<file path="config.mk">
export PLATFORM = sky130hd
export DESIGN_NAME = eeprom_access_top
export DESIGN_NICKNAME = d
export VERILOG_FILES = /design/src/hdl/i2c_eeprom_pkg.sv /design/src/hdl/scl_timing_gen.sv /design/src/hdl/i2c_eeprom_master.sv /design/src/hdl/eeprom_access_top.sv
export SDC_FILE = /design/constraint.sdc
export NUM_CORES = 1
export LEC_CHECK = 0
export BUFFER_PORTS_ARGS = -buffer_cell sky130_fd_sc_hd__buf_2
export CORE_MARGIN = 10
export CORE_UTILIZATION = 26
export CTS_CLUSTER_DIAMETER = 30
export DETAILED_ROUTE_END_ITERATION = 10
export PLACE_DENSITY = 0.48
export SYNTH_ARGS = -nofsm -noshare
export SYNTH_HDL_FRONTEND = slang
export SYNTH_SLANG_ARGS = --single-unit
</file>
<file path="constraint.sdc">
create_clock -name sys_clk -period 6.24 [get_ports sys_clk]
set_input_delay 0.312 -clock sys_clk [delete_from_list [all_inputs] [get_ports sys_clk]]
set_output_delay 0.312 -clock sys_clk [all_outputs]
set_load 0.03 [all_outputs]
</file>
<file path="src/hdl/i2c_eeprom_pkg.sv">
`default_nettype none

////////////////////////////////////////////////////////////
// shared constants for the 24C64-class EEPROM controller
////////////////////////////////////////////////////////////

package i2c_eeprom_pkg;

    // byte address, 8 KiB device
    localparam int EEPROM_ADDR_W = 13;

    // data byte width
    localparam int BYTE_W = 8;

    // device type code, first nibble of every control byte
    localparam logic [3:0] CTRL_CODE = 4'b1010;

    // low bit of the control byte
    localparam logic RW_WRITE = 1'b0;
    localparam logic RW_READ  = 1'b1;

    // control byte layout
    //   [7:4] CTRL_CODE
    //   [3:1] chip select
    //   [0]   direction
    // high address byte carries addr[12:8], upper 3 bits zero

endpackage : i2c_eeprom_pkg

`default_nettype wire

</file>
<file path="src/hdl/scl_timing_gen.sv">
`timescale 1ns/1ps
`default_nettype none

module scl_timing_gen #(
    parameter int CLK_DIV = 25  // sys_clk cycles per scl period
) (
    input  logic sys_clk,
    input  logic sys_rst_n,
    output logic scl,
    output logic high_mid,
    output logic low_mid
);

    localparam int CNT_W = $clog2(CLK_DIV);
    localparam int HALF  = CLK_DIV / 2;

    localparam logic [CNT_W-1:0] CNT_LAST    = CNT_W'(CLK_DIV - 1);
    localparam logic [CNT_W-1:0] CNT_HALF    = CNT_W'(HALF);
    localparam logic [CNT_W-1:0] HIGH_MID_AT = CNT_W'(HALF / 2);
    localparam logic [CNT_W-1:0] LOW_MID_AT  = CNT_W'(HALF + (CLK_DIV - HALF) / 2);

    // below 8 the quarter points collapse onto the scl edges
    if (CLK_DIV < 8) begin : g_div_check
        $error("scl_timing_gen: CLK_DIV must be at least 8");
    end

    logic [CNT_W-1:0] cnt;

    // free-running phase counter
    always_ff @(posedge sys_clk or negedge sys_rst_n) begin
        if (!sys_rst_n) begin
            cnt <= '0;
        end else if (cnt == CNT_LAST) begin
            cnt <= '0;
        end else begin
            cnt <= cnt + 1'b1;
        end
    end

    ////////////////////////////////////////////////////////////
    // scl and strobes, all registered off the same count
    ////////////////////////////////////////////////////////////

    always_ff @(posedge sys_clk or negedge sys_rst_n) begin
        if (!sys_rst_n) begin
            scl      <= 1'b1;  // bus idle
            high_mid <= 1'b0;
            low_mid  <= 1'b0;
        end else begin
            scl      <= (cnt < CNT_HALF);      // high first half, low second
            high_mid <= (cnt == HIGH_MID_AT);
            low_mid  <= (cnt == LOW_MID_AT);
        end
    end

    // master relies on strictly separate launch and sample points
    a_strobes_exclusive: assert property (
        @(posedge sys_clk) disable iff (!sys_rst_n)
        !(high_mid && low_mid)
    ) else $error("scl_timing_gen: high_mid and low_mid overlap");

endmodule : scl_timing_gen

`default_nettype wire

</file>
<file path="src/hdl/i2c_eeprom_master.sv">
`timescale 1ns/1ps
`default_nettype none

module i2c_eeprom_master #(
    parameter logic [2:0] DEV_SEL = 3'b000  // chip-select pins A2..A0
) (
    input  logic                                    sys_clk,
    input  logic                                    sys_rst_n,
    input  logic                                    start,
    input  logic                                    rw,
    input  logic [i2c_eeprom_pkg::EEPROM_ADDR_W-1:0] byte_addr,
    input  logic [i2c_eeprom_pkg::BYTE_W-1:0]        wdata,
    input  logic                                    high_mid,
    input  logic                                    low_mid,
    input  logic                                    sda_in,
    output logic                                    sda_oe,
    output logic                                    busy,
    output logic                                    done,
    output logic                                    ack_err,
    output logic [i2c_eeprom_pkg::BYTE_W-1:0]        rdata
);

    localparam int ADDR_W = i2c_eeprom_pkg::EEPROM_ADDR_W;
    localparam int BW     = i2c_eeprom_pkg::BYTE_W;

    localparam logic [3:0] BITS_PER_BYTE = 4'(BW);

    localparam logic [BW-1:0] CTRL_WR =
        {i2c_eeprom_pkg::CTRL_CODE, DEV_SEL, i2c_eeprom_pkg::RW_WRITE};
    localparam logic [BW-1:0] CTRL_RD =
        {i2c_eeprom_pkg::CTRL_CODE, DEV_SEL, i2c_eeprom_pkg::RW_READ};

    typedef enum logic [3:0] {
        S_IDLE,
        S_START,     // wait high_mid, pull sda low
        S_TX,        // shift a byte out on low_mid
        S_ACK,       // sample slave ack on high_mid
        S_RSTART,    // repeated start for the read phase
        S_RX,        // shift a byte in on high_mid
        S_NACK,      // sda left released for one bit
        S_STOP_LO,   // drive sda low ahead of the stop
        S_STOP_HI,   // release sda while scl high
        S_STOP_END   // bus free, then report
    } state_t;

    state_t      state;
    logic [3:0]  bit_cnt;
    logic [1:0]  byte_idx;  // 0 ctrl, 1 addr hi, 2 addr lo, 3 data or ctrl rd

    // request and shift registers
    logic [ADDR_W-1:0] addr_q;
    logic [BW-1:0]     wdata_q;
    logic              rw_q;
    logic [BW-1:0]     tx_shift;
    logic [BW-1:0]     rx_shift;

    logic          req_accept;
    logic          ack_ok;
    logic          tx_load;
    logic [BW-1:0] tx_byte;
    logic          tx_shift_en;
    logic          rx_shift_en;
    logic          frame_edge;  // start, repeated start or stop launch

    assign busy       = (state != S_IDLE);
    assign req_accept = (state == S_IDLE) && start;
    assign ack_ok     = (state == S_ACK) && high_mid && !sda_in;

    assign tx_shift_en = (state == S_TX) && low_mid && (bit_cnt != BITS_PER_BYTE);
    assign rx_shift_en = (state == S_RX) && high_mid;

    assign frame_edge = high_mid &&
        ((state == S_START) || (state == S_RSTART) || (state == S_STOP_HI));

    ////////////////////////////////////////////////////////////
    // next transmit byte
    ////////////////////////////////////////////////////////////

    always_comb begin
        tx_load = 1'b0;
        tx_byte = CTRL_WR;
        case (state)
            S_START: begin
                tx_load = high_mid;
            end
            S_RSTART: begin
                tx_load = high_mid;
                tx_byte = CTRL_RD;
            end
            S_ACK: begin
                if (ack_ok) begin
                    case (byte_idx)
                        2'd0: begin
                            tx_load = 1'b1;
                            // 24C64 ignores the top three bits
                            tx_byte = {{(2 * BW - ADDR_W){1'b0}}, addr_q[ADDR_W-1:BW]};
                        end
                        2'd1: begin
                            tx_load = 1'b1;
                            tx_byte = addr_q[BW-1:0];
                        end
                        2'd2: begin
                            tx_load = !rw_q;  // read goes to repeated start
                            tx_byte = wdata_q;
                        end
                        default: begin
                            tx_load = 1'b0;
                        end
                    endcase
                end
            end
            default: begin
                tx_load = 1'b0;
            end
        endcase
    end

    always_ff @(posedge sys_clk) begin
        if (req_accept) begin
            addr_q  <= byte_addr;
            wdata_q <= wdata;
            rw_q    <= rw;
        end
        if (tx_load) begin
            tx_shift <= tx_byte;
        end else if (tx_shift_en) begin
            tx_shift <= {tx_shift[BW-2:0], 1'b0};  // msb first
        end
        if (rx_shift_en) begin
            rx_shift <= {rx_shift[BW-2:0], sda_in};
        end
    end

    ////////////////////////////////////////////////////////////
    // transaction FSM
    ////////////////////////////////////////////////////////////

    always_ff @(posedge sys_clk or negedge sys_rst_n) begin
        if (!sys_rst_n) begin
            state    <= S_IDLE;
            bit_cnt  <= '0;
            byte_idx <= '0;
            sda_oe   <= 1'b0;
            done     <= 1'b0;
            ack_err  <= 1'b0;
            rdata    <= '0;
        end else begin
            done <= 1'b0;
            case (state)
                S_IDLE: begin
                    if (start) begin
                        ack_err  <= 1'b0;
                        byte_idx <= 2'd0;
                        state    <= S_START;
                    end
                end
                S_START: begin
                    if (high_mid) begin
                        sda_oe  <= 1'b1;  // start condition
                        bit_cnt <= '0;
                        state   <= S_TX;
                    end
                end
                S_TX: begin
                    if (low_mid) begin
                        if (bit_cnt == BITS_PER_BYTE) begin
                            sda_oe <= 1'b0;  // hand sda to slave for ack
                            state  <= S_ACK;
                        end else begin
                            sda_oe  <= ~tx_shift[BW-1];
                            bit_cnt <= bit_cnt + 1'b1;
                        end
                    end
                end
                S_ACK: begin
                    if (high_mid) begin
                        if (sda_in) begin
                            ack_err <= 1'b1;  // nack, abort with stop
                            state   <= S_STOP_LO;
                        end else if (tx_load) begin
                            byte_idx <= byte_idx + 1'b1;
                            bit_cnt  <= '0;
                            state    <= S_TX;
                        end else if (byte_idx == 2'd2) begin
                            state <= S_RSTART;  // dummy write finished
                        end else if (rw_q) begin
                            bit_cnt <= '0;
                            state   <= S_RX;
                        end else begin
                            state <= S_STOP_LO;
                        end
                    end
                end
                S_RSTART: begin
                    // sda released since the ack, so the low phase has passed high
                    if (high_mid) begin
                        sda_oe   <= 1'b1;
                        bit_cnt  <= '0;
                        byte_idx <= 2'd3;
                        state    <= S_TX;
                    end
                end
                S_RX: begin
                    if (high_mid) begin
                        bit_cnt <= bit_cnt + 1'b1;
                        if (bit_cnt == BITS_PER_BYTE - 1'b1) begin
                            rdata <= {rx_shift[BW-2:0], sda_in};
                            state <= S_NACK;
                        end
                    end
                end
                S_NACK: begin
                    if (high_mid) begin
                        state <= S_STOP_LO;  // slave has seen the nack
                    end
                end
                S_STOP_LO: begin
                    if (low_mid) begin
                        sda_oe <= 1'b1;
                        state  <= S_STOP_HI;
                    end
                end
                S_STOP_HI: begin
                    if (high_mid) begin
                        sda_oe <= 1'b0;  // stop condition
                        state  <= S_STOP_END;
                    end
                end
                S_STOP_END: begin
                    if (low_mid) begin
                        done  <= 1'b1;
                        state <= S_IDLE;
                    end
                end
                default: begin
                    sda_oe <= 1'b0;
                    state  <= S_IDLE;
                end
            endcase
        end
    end

    // data moves only in scl low, framing only in scl high
    a_sda_oe_timing: assert property (
        @(posedge sys_clk) disable iff (!sys_rst_n)
        $changed(sda_oe) |-> $past(low_mid) || $past(frame_edge)
    ) else $error("i2c_eeprom_master: sda_oe changed off a low_mid strobe");

    a_done_single: assert property (
        @(posedge sys_clk) disable iff (!sys_rst_n)
        done |=> !done
    ) else $error("i2c_eeprom_master: done held for two cycles");

endmodule : i2c_eeprom_master

`default_nettype wire

</file>
<file path="src/hdl/eeprom_access_top.sv">
`timescale 1ns/1ps
`default_nettype none

module eeprom_access_top #(
    parameter int         SYS_CLK_HZ = 25_000_000,
    parameter int         SCL_HZ     = 1_000_000,
    parameter logic [2:0] DEV_SEL    = 3'b000
) (
    input  logic                                    sys_clk,
    input  logic                                    sys_rst_n,
    // host side
    input  logic                                    start,
    input  logic                                    rw,       // 1 = read
    input  logic [i2c_eeprom_pkg::EEPROM_ADDR_W-1:0] byte_addr,
    input  logic [i2c_eeprom_pkg::BYTE_W-1:0]        wdata,
    output logic                                    busy,
    output logic                                    done,
    output logic                                    ack_err,
    output logic [i2c_eeprom_pkg::BYTE_W-1:0]        rdata,
    // two-wire bus, pad resolved outside
    output logic                                    scl,
    output logic                                    sda_oe,   // 1 pulls sda low
    input  logic                                    sda_in
);

    localparam int CLK_DIV = SYS_CLK_HZ / SCL_HZ;

    logic high_mid;
    logic low_mid;

    ////////////////////////////////////////////////////////////
    // bit clock
    ////////////////////////////////////////////////////////////

    scl_timing_gen #(
        .CLK_DIV (CLK_DIV)
    ) scl_timing_gen_i (
        .sys_clk   (sys_clk),
        .sys_rst_n (sys_rst_n),
        .scl       (scl),
        .high_mid  (high_mid),
        .low_mid   (low_mid)
    );

    ////////////////////////////////////////////////////////////
    // byte transactions
    ////////////////////////////////////////////////////////////

    i2c_eeprom_master #(
        .DEV_SEL (DEV_SEL)
    ) i2c_eeprom_master_i (
        .sys_clk   (sys_clk),
        .sys_rst_n (sys_rst_n),
        .start     (start),
        .rw        (rw),
        .byte_addr (byte_addr),
        .wdata     (wdata),
        .high_mid  (high_mid),
        .low_mid   (low_mid),
        .sda_in    (sda_in),
        .sda_oe    (sda_oe),
        .busy      (busy),
        .done      (done),
        .ack_err   (ack_err),
        .rdata     (rdata)
    );

endmodule : eeprom_access_top

`default_nettype wire

</file>
==> key figures <==
Global routing
  – Vias in the first global route: 2299
  – Global-route wire length before repair: 11900 µm
  – Largest net degree at the start of global routing: 30
  – Remaining Overflow, GRT: 0
  – Total GRT Usage: 8.34%
  – Initial antenna violation count: 0

STA
  – Fin Setup TNS: 0 ns
  – Minimum clock period: 2.39 ns
  – Slew @ Worst Pin: 1.06 ns
  – Clk_skew: 0.00477 ns
  – Worst setup margin: 3.85 ns
  – Slew headroom: 29.0%
  – Max Transition Viols Final: 0
  – Achievable Freq: 419 MHz
  – Hold WS: 0.0154 ns
  – Final worst-path cycle share: 38.3%
  – Endpoints failing setup: 0
  – Final hold vios: 0
  – RSZ-0062 raised after global routing: no

Die
  – Row cnt: 41
  – Core Footprint: 12500 µm²
  – Die Area: 17600 µm²
  – Starting Density: 26.3%
  – Die width: 133 µm
  – Die Y: 133 µm
  – I/O Pins: 39

Clock tree
  – CTS tree: done
  – Clk buf depth: 2
  – CTS Hold Bufs: 0
  – Clk sinks: 66
  – Cts repair resizes: 0
  – TritonCTS Buffers: 9
  – H-tree depth: 3
  – Clock Latency Late Sink: 0.33 ns
  – Setup bufs post-CTS: 0
  – Clock transition at path regs: 0.05 ns
  – Root Buffer: clkbuf_16

Critical path
  – CP arrival: 2.33 ns
  – Crit-path cells: nor2_1 > nand2_1 > nor2_2
  – Startpoint Class: register
  – CP max stage cell: nor2_2
  – WS Path Type: reg2reg
  – Worst-path maximum fanout: 23
  – Worst Path Required: 6.18 ns
  – Crit-path max cell delay: 0.81 ns
  – Worst reg2reg setup slack: 3.85 ns
  – Crit. End Element: register

Cells and area
  – Area Overhead vs Synth: 18.2%
  – Share of cells above drive strength 1: 29.0%
  – Diode count: 0
  – Fillers: 1297
  – Nets: 330

Drt
  – Drt pass-1 iters: 4
  – Vias/cell: 4.60
  – Routed WL per cell: 14.7 µm
  – Starting DRT DRC Count: 120
  – Final ANT Viol Nets: 0
  – DRC: 0
  – Total Wirelength: 6950 µm
  – DR vias: 2171

Synth
  – Seq/Total Area, Yosys: 55.8%
  – Post-synthesis cell area: 3290 µm²
  – Number of enable flip-flop cells after synthesis: 37
  – Syn avg cell area: 12.6 µm²
  – Syn nets: 296
  – Post-Syn Instances: 261
  – Post-synthesis register bit count: 66
  – Ys flop type: edfxtp_1
  – Post-synthesis cell type count: 70
  – FFs w/ async S/R, synth: 43.9%
  – YS warnings: 0

Place
  – Dpl hpwl: 4940 µm
  – GPL Wtd Cong: 0.784
  – IO Port Bufs: 38
  – Post-Place Setup Slack: 3.84 ns

Power
  – VDD IR max: 89.0 µV
  – Leakage: 1.52 nW
  – Cell Pwr Density: 246 nW/µm²
  – Total design power: 0.957 mW

Outcome
  – Status: finished, final reports clean

Hold path
  – Worst Hold Class: in2async

Flow run
  – Max cap viols: 0
placed cells by master, fill, tap and decap left out, types with 6 or more instances in the layout:
cell type | Yosys | layout
o21ai_0 | 7 | 7
a21oi_1 | 9 | 9
inv_1 | 11 | 11
dfrtp_1 | 28 | 28
clkbuf_16 | 0 | 9
nor3_1 | 6 | 6
mux2_2 | 11 | 11
nor2_1 | 12 | 11
nor2b_1 | 6 | 6
nand2_1 | 17 | 17
edfxtp_1 | 37 | 37
ha_1 | 9 | 9
buf_2 | 4 | 38
final timing paths:
path,start,to,cells past startpoint
setup / recovery,i2c_eeprom_master_i.state[1]$_DFFE_PN0P_,i2c_eeprom_master_i.addr_q[7]$_DFFE_PP_,3
hold reg to reg,i2c_eeprom_master_i.rx_shift[2]$_DFFE_PP_,i2c_eeprom_master_i.rx_shift[3]$_DFFE_PP_,0
setup reg to reg,i2c_eeprom_master_i.state[1]$_DFFE_PN0P_,i2c_eeprom_master_i.addr_q[7]$_DFFE_PP_,3
min in group sys_clk,byte_addr[9],i2c_eeprom_master_i.addr_q[9]$_DFFE_PP_,1
hold / removal,sys_rst_n,i2c_eeprom_master_i.rdata[6]$_DFFE_PN0P_,1
max in group asynchronous,sys_rst_n,i2c_eeprom_master_i.state[0]$_DFFE_PN0P_,1
cells by family (layout without fill, tap and decap cells):
group,after synthesis,in the layout,synth area share (%)
compound gates,64,64,16.0
xor+xnor,2,2,0.532
fa+ha+maj,9,9,3.42
buf+inv,28,67,4.37
flops,66,66,55.8
mux,17,17,5.70
simple gates,75,75,14.2
flip-flops by register name, summed over array words and instances, names as in the netlist:
signal                        flops
i2c_eeprom_master_i.addr_q       13
i2c_eeprom_master_i.rdata         8
i2c_eeprom_master_i.tx_shift      8
i2c_eeprom_master_i.wdata_q       8
i2c_eeprom_master_i.rx_shift      7
scl_timing_gen_i.cnt              5
i2c_eeprom_master_i.bit_cnt       4
i2c_eeprom_master_i.state         4
i2c_eeprom_master_i.byte_idx      2
i2c_eeprom_master_i.ack_err       1
i2c_eeprom_master_i.done          1
i2c_eeprom_master_i.rw_q          1
i2c_eeprom_master_i.sda_oe        1
scl_timing_gen_i.high_mid         1
scl_timing_gen_i.low_mid          1
scl_timing_gen_i.scl              1
Yosys cell counts, types with 6 or more instances:
library cell	n	area (µm²)
inv_1	11	41.3
ha_1	9	113
dfrtp_1	28	701
edfxtp_1	37	1110
nor2_1	12	45.0
nand2_1	17	63.8
a21oi_1	9	45.0
o21ai_0	7	35.0
nor3_1	6	30.0
mux2_2	11	124
nor2b_1	6	37.5
per-stage QoR:
stage	cells	util, %	area (µm²)
3_3_place_gp	456	28.8	3610
6_report	472	31.1	3890
2_1_floorplan	261	-	3290
5_1_grt	472	31.1	3890
3_5_place_dp	456	28.8	3610
4_1_cts	472	31.1	3890
report_power, final:
| group | switching (mW) | total, mW | internal (mW) |
|---|---|---|---|
| combinational | 0.00836 | 0.0148 | 0.00640 |
| sequential | 0.000143 | 0.461 | 0.461 |
| clock | 0.174 | 0.482 | 0.308 |
| total | 0.183 | 0.957 | 0.775 |
metal layers:
| metal | routed length, µm | GRT usage (%) |
|---|---|---|
| met1 | 2970 | 9.59 |
| met2 | 3560 | 13.7 |
| met3 | 237 | 2.35 |
| met4 | 183 | 4.52 |
| met5 | 0 | 0 |
critical path, delay by kind of cell (launching register included):
family	cells	cell delay [ns]
DFF	1	0.65
and+or+nand+nor	3	1.34
final cells by class:
class	instances	area, µm²	area share, %
clock buffers	11	233	5.98
clock inverters	5	55.1	1.41
inverters	13	48.8	1.25
multi-input cells	167	1310	33.7
flip-flops and latches	66	1840	47.2
well taps	172	215	5.53
repair buffers	38	190	4.88
Note: power is estimated with default switching activity, not from simulation.
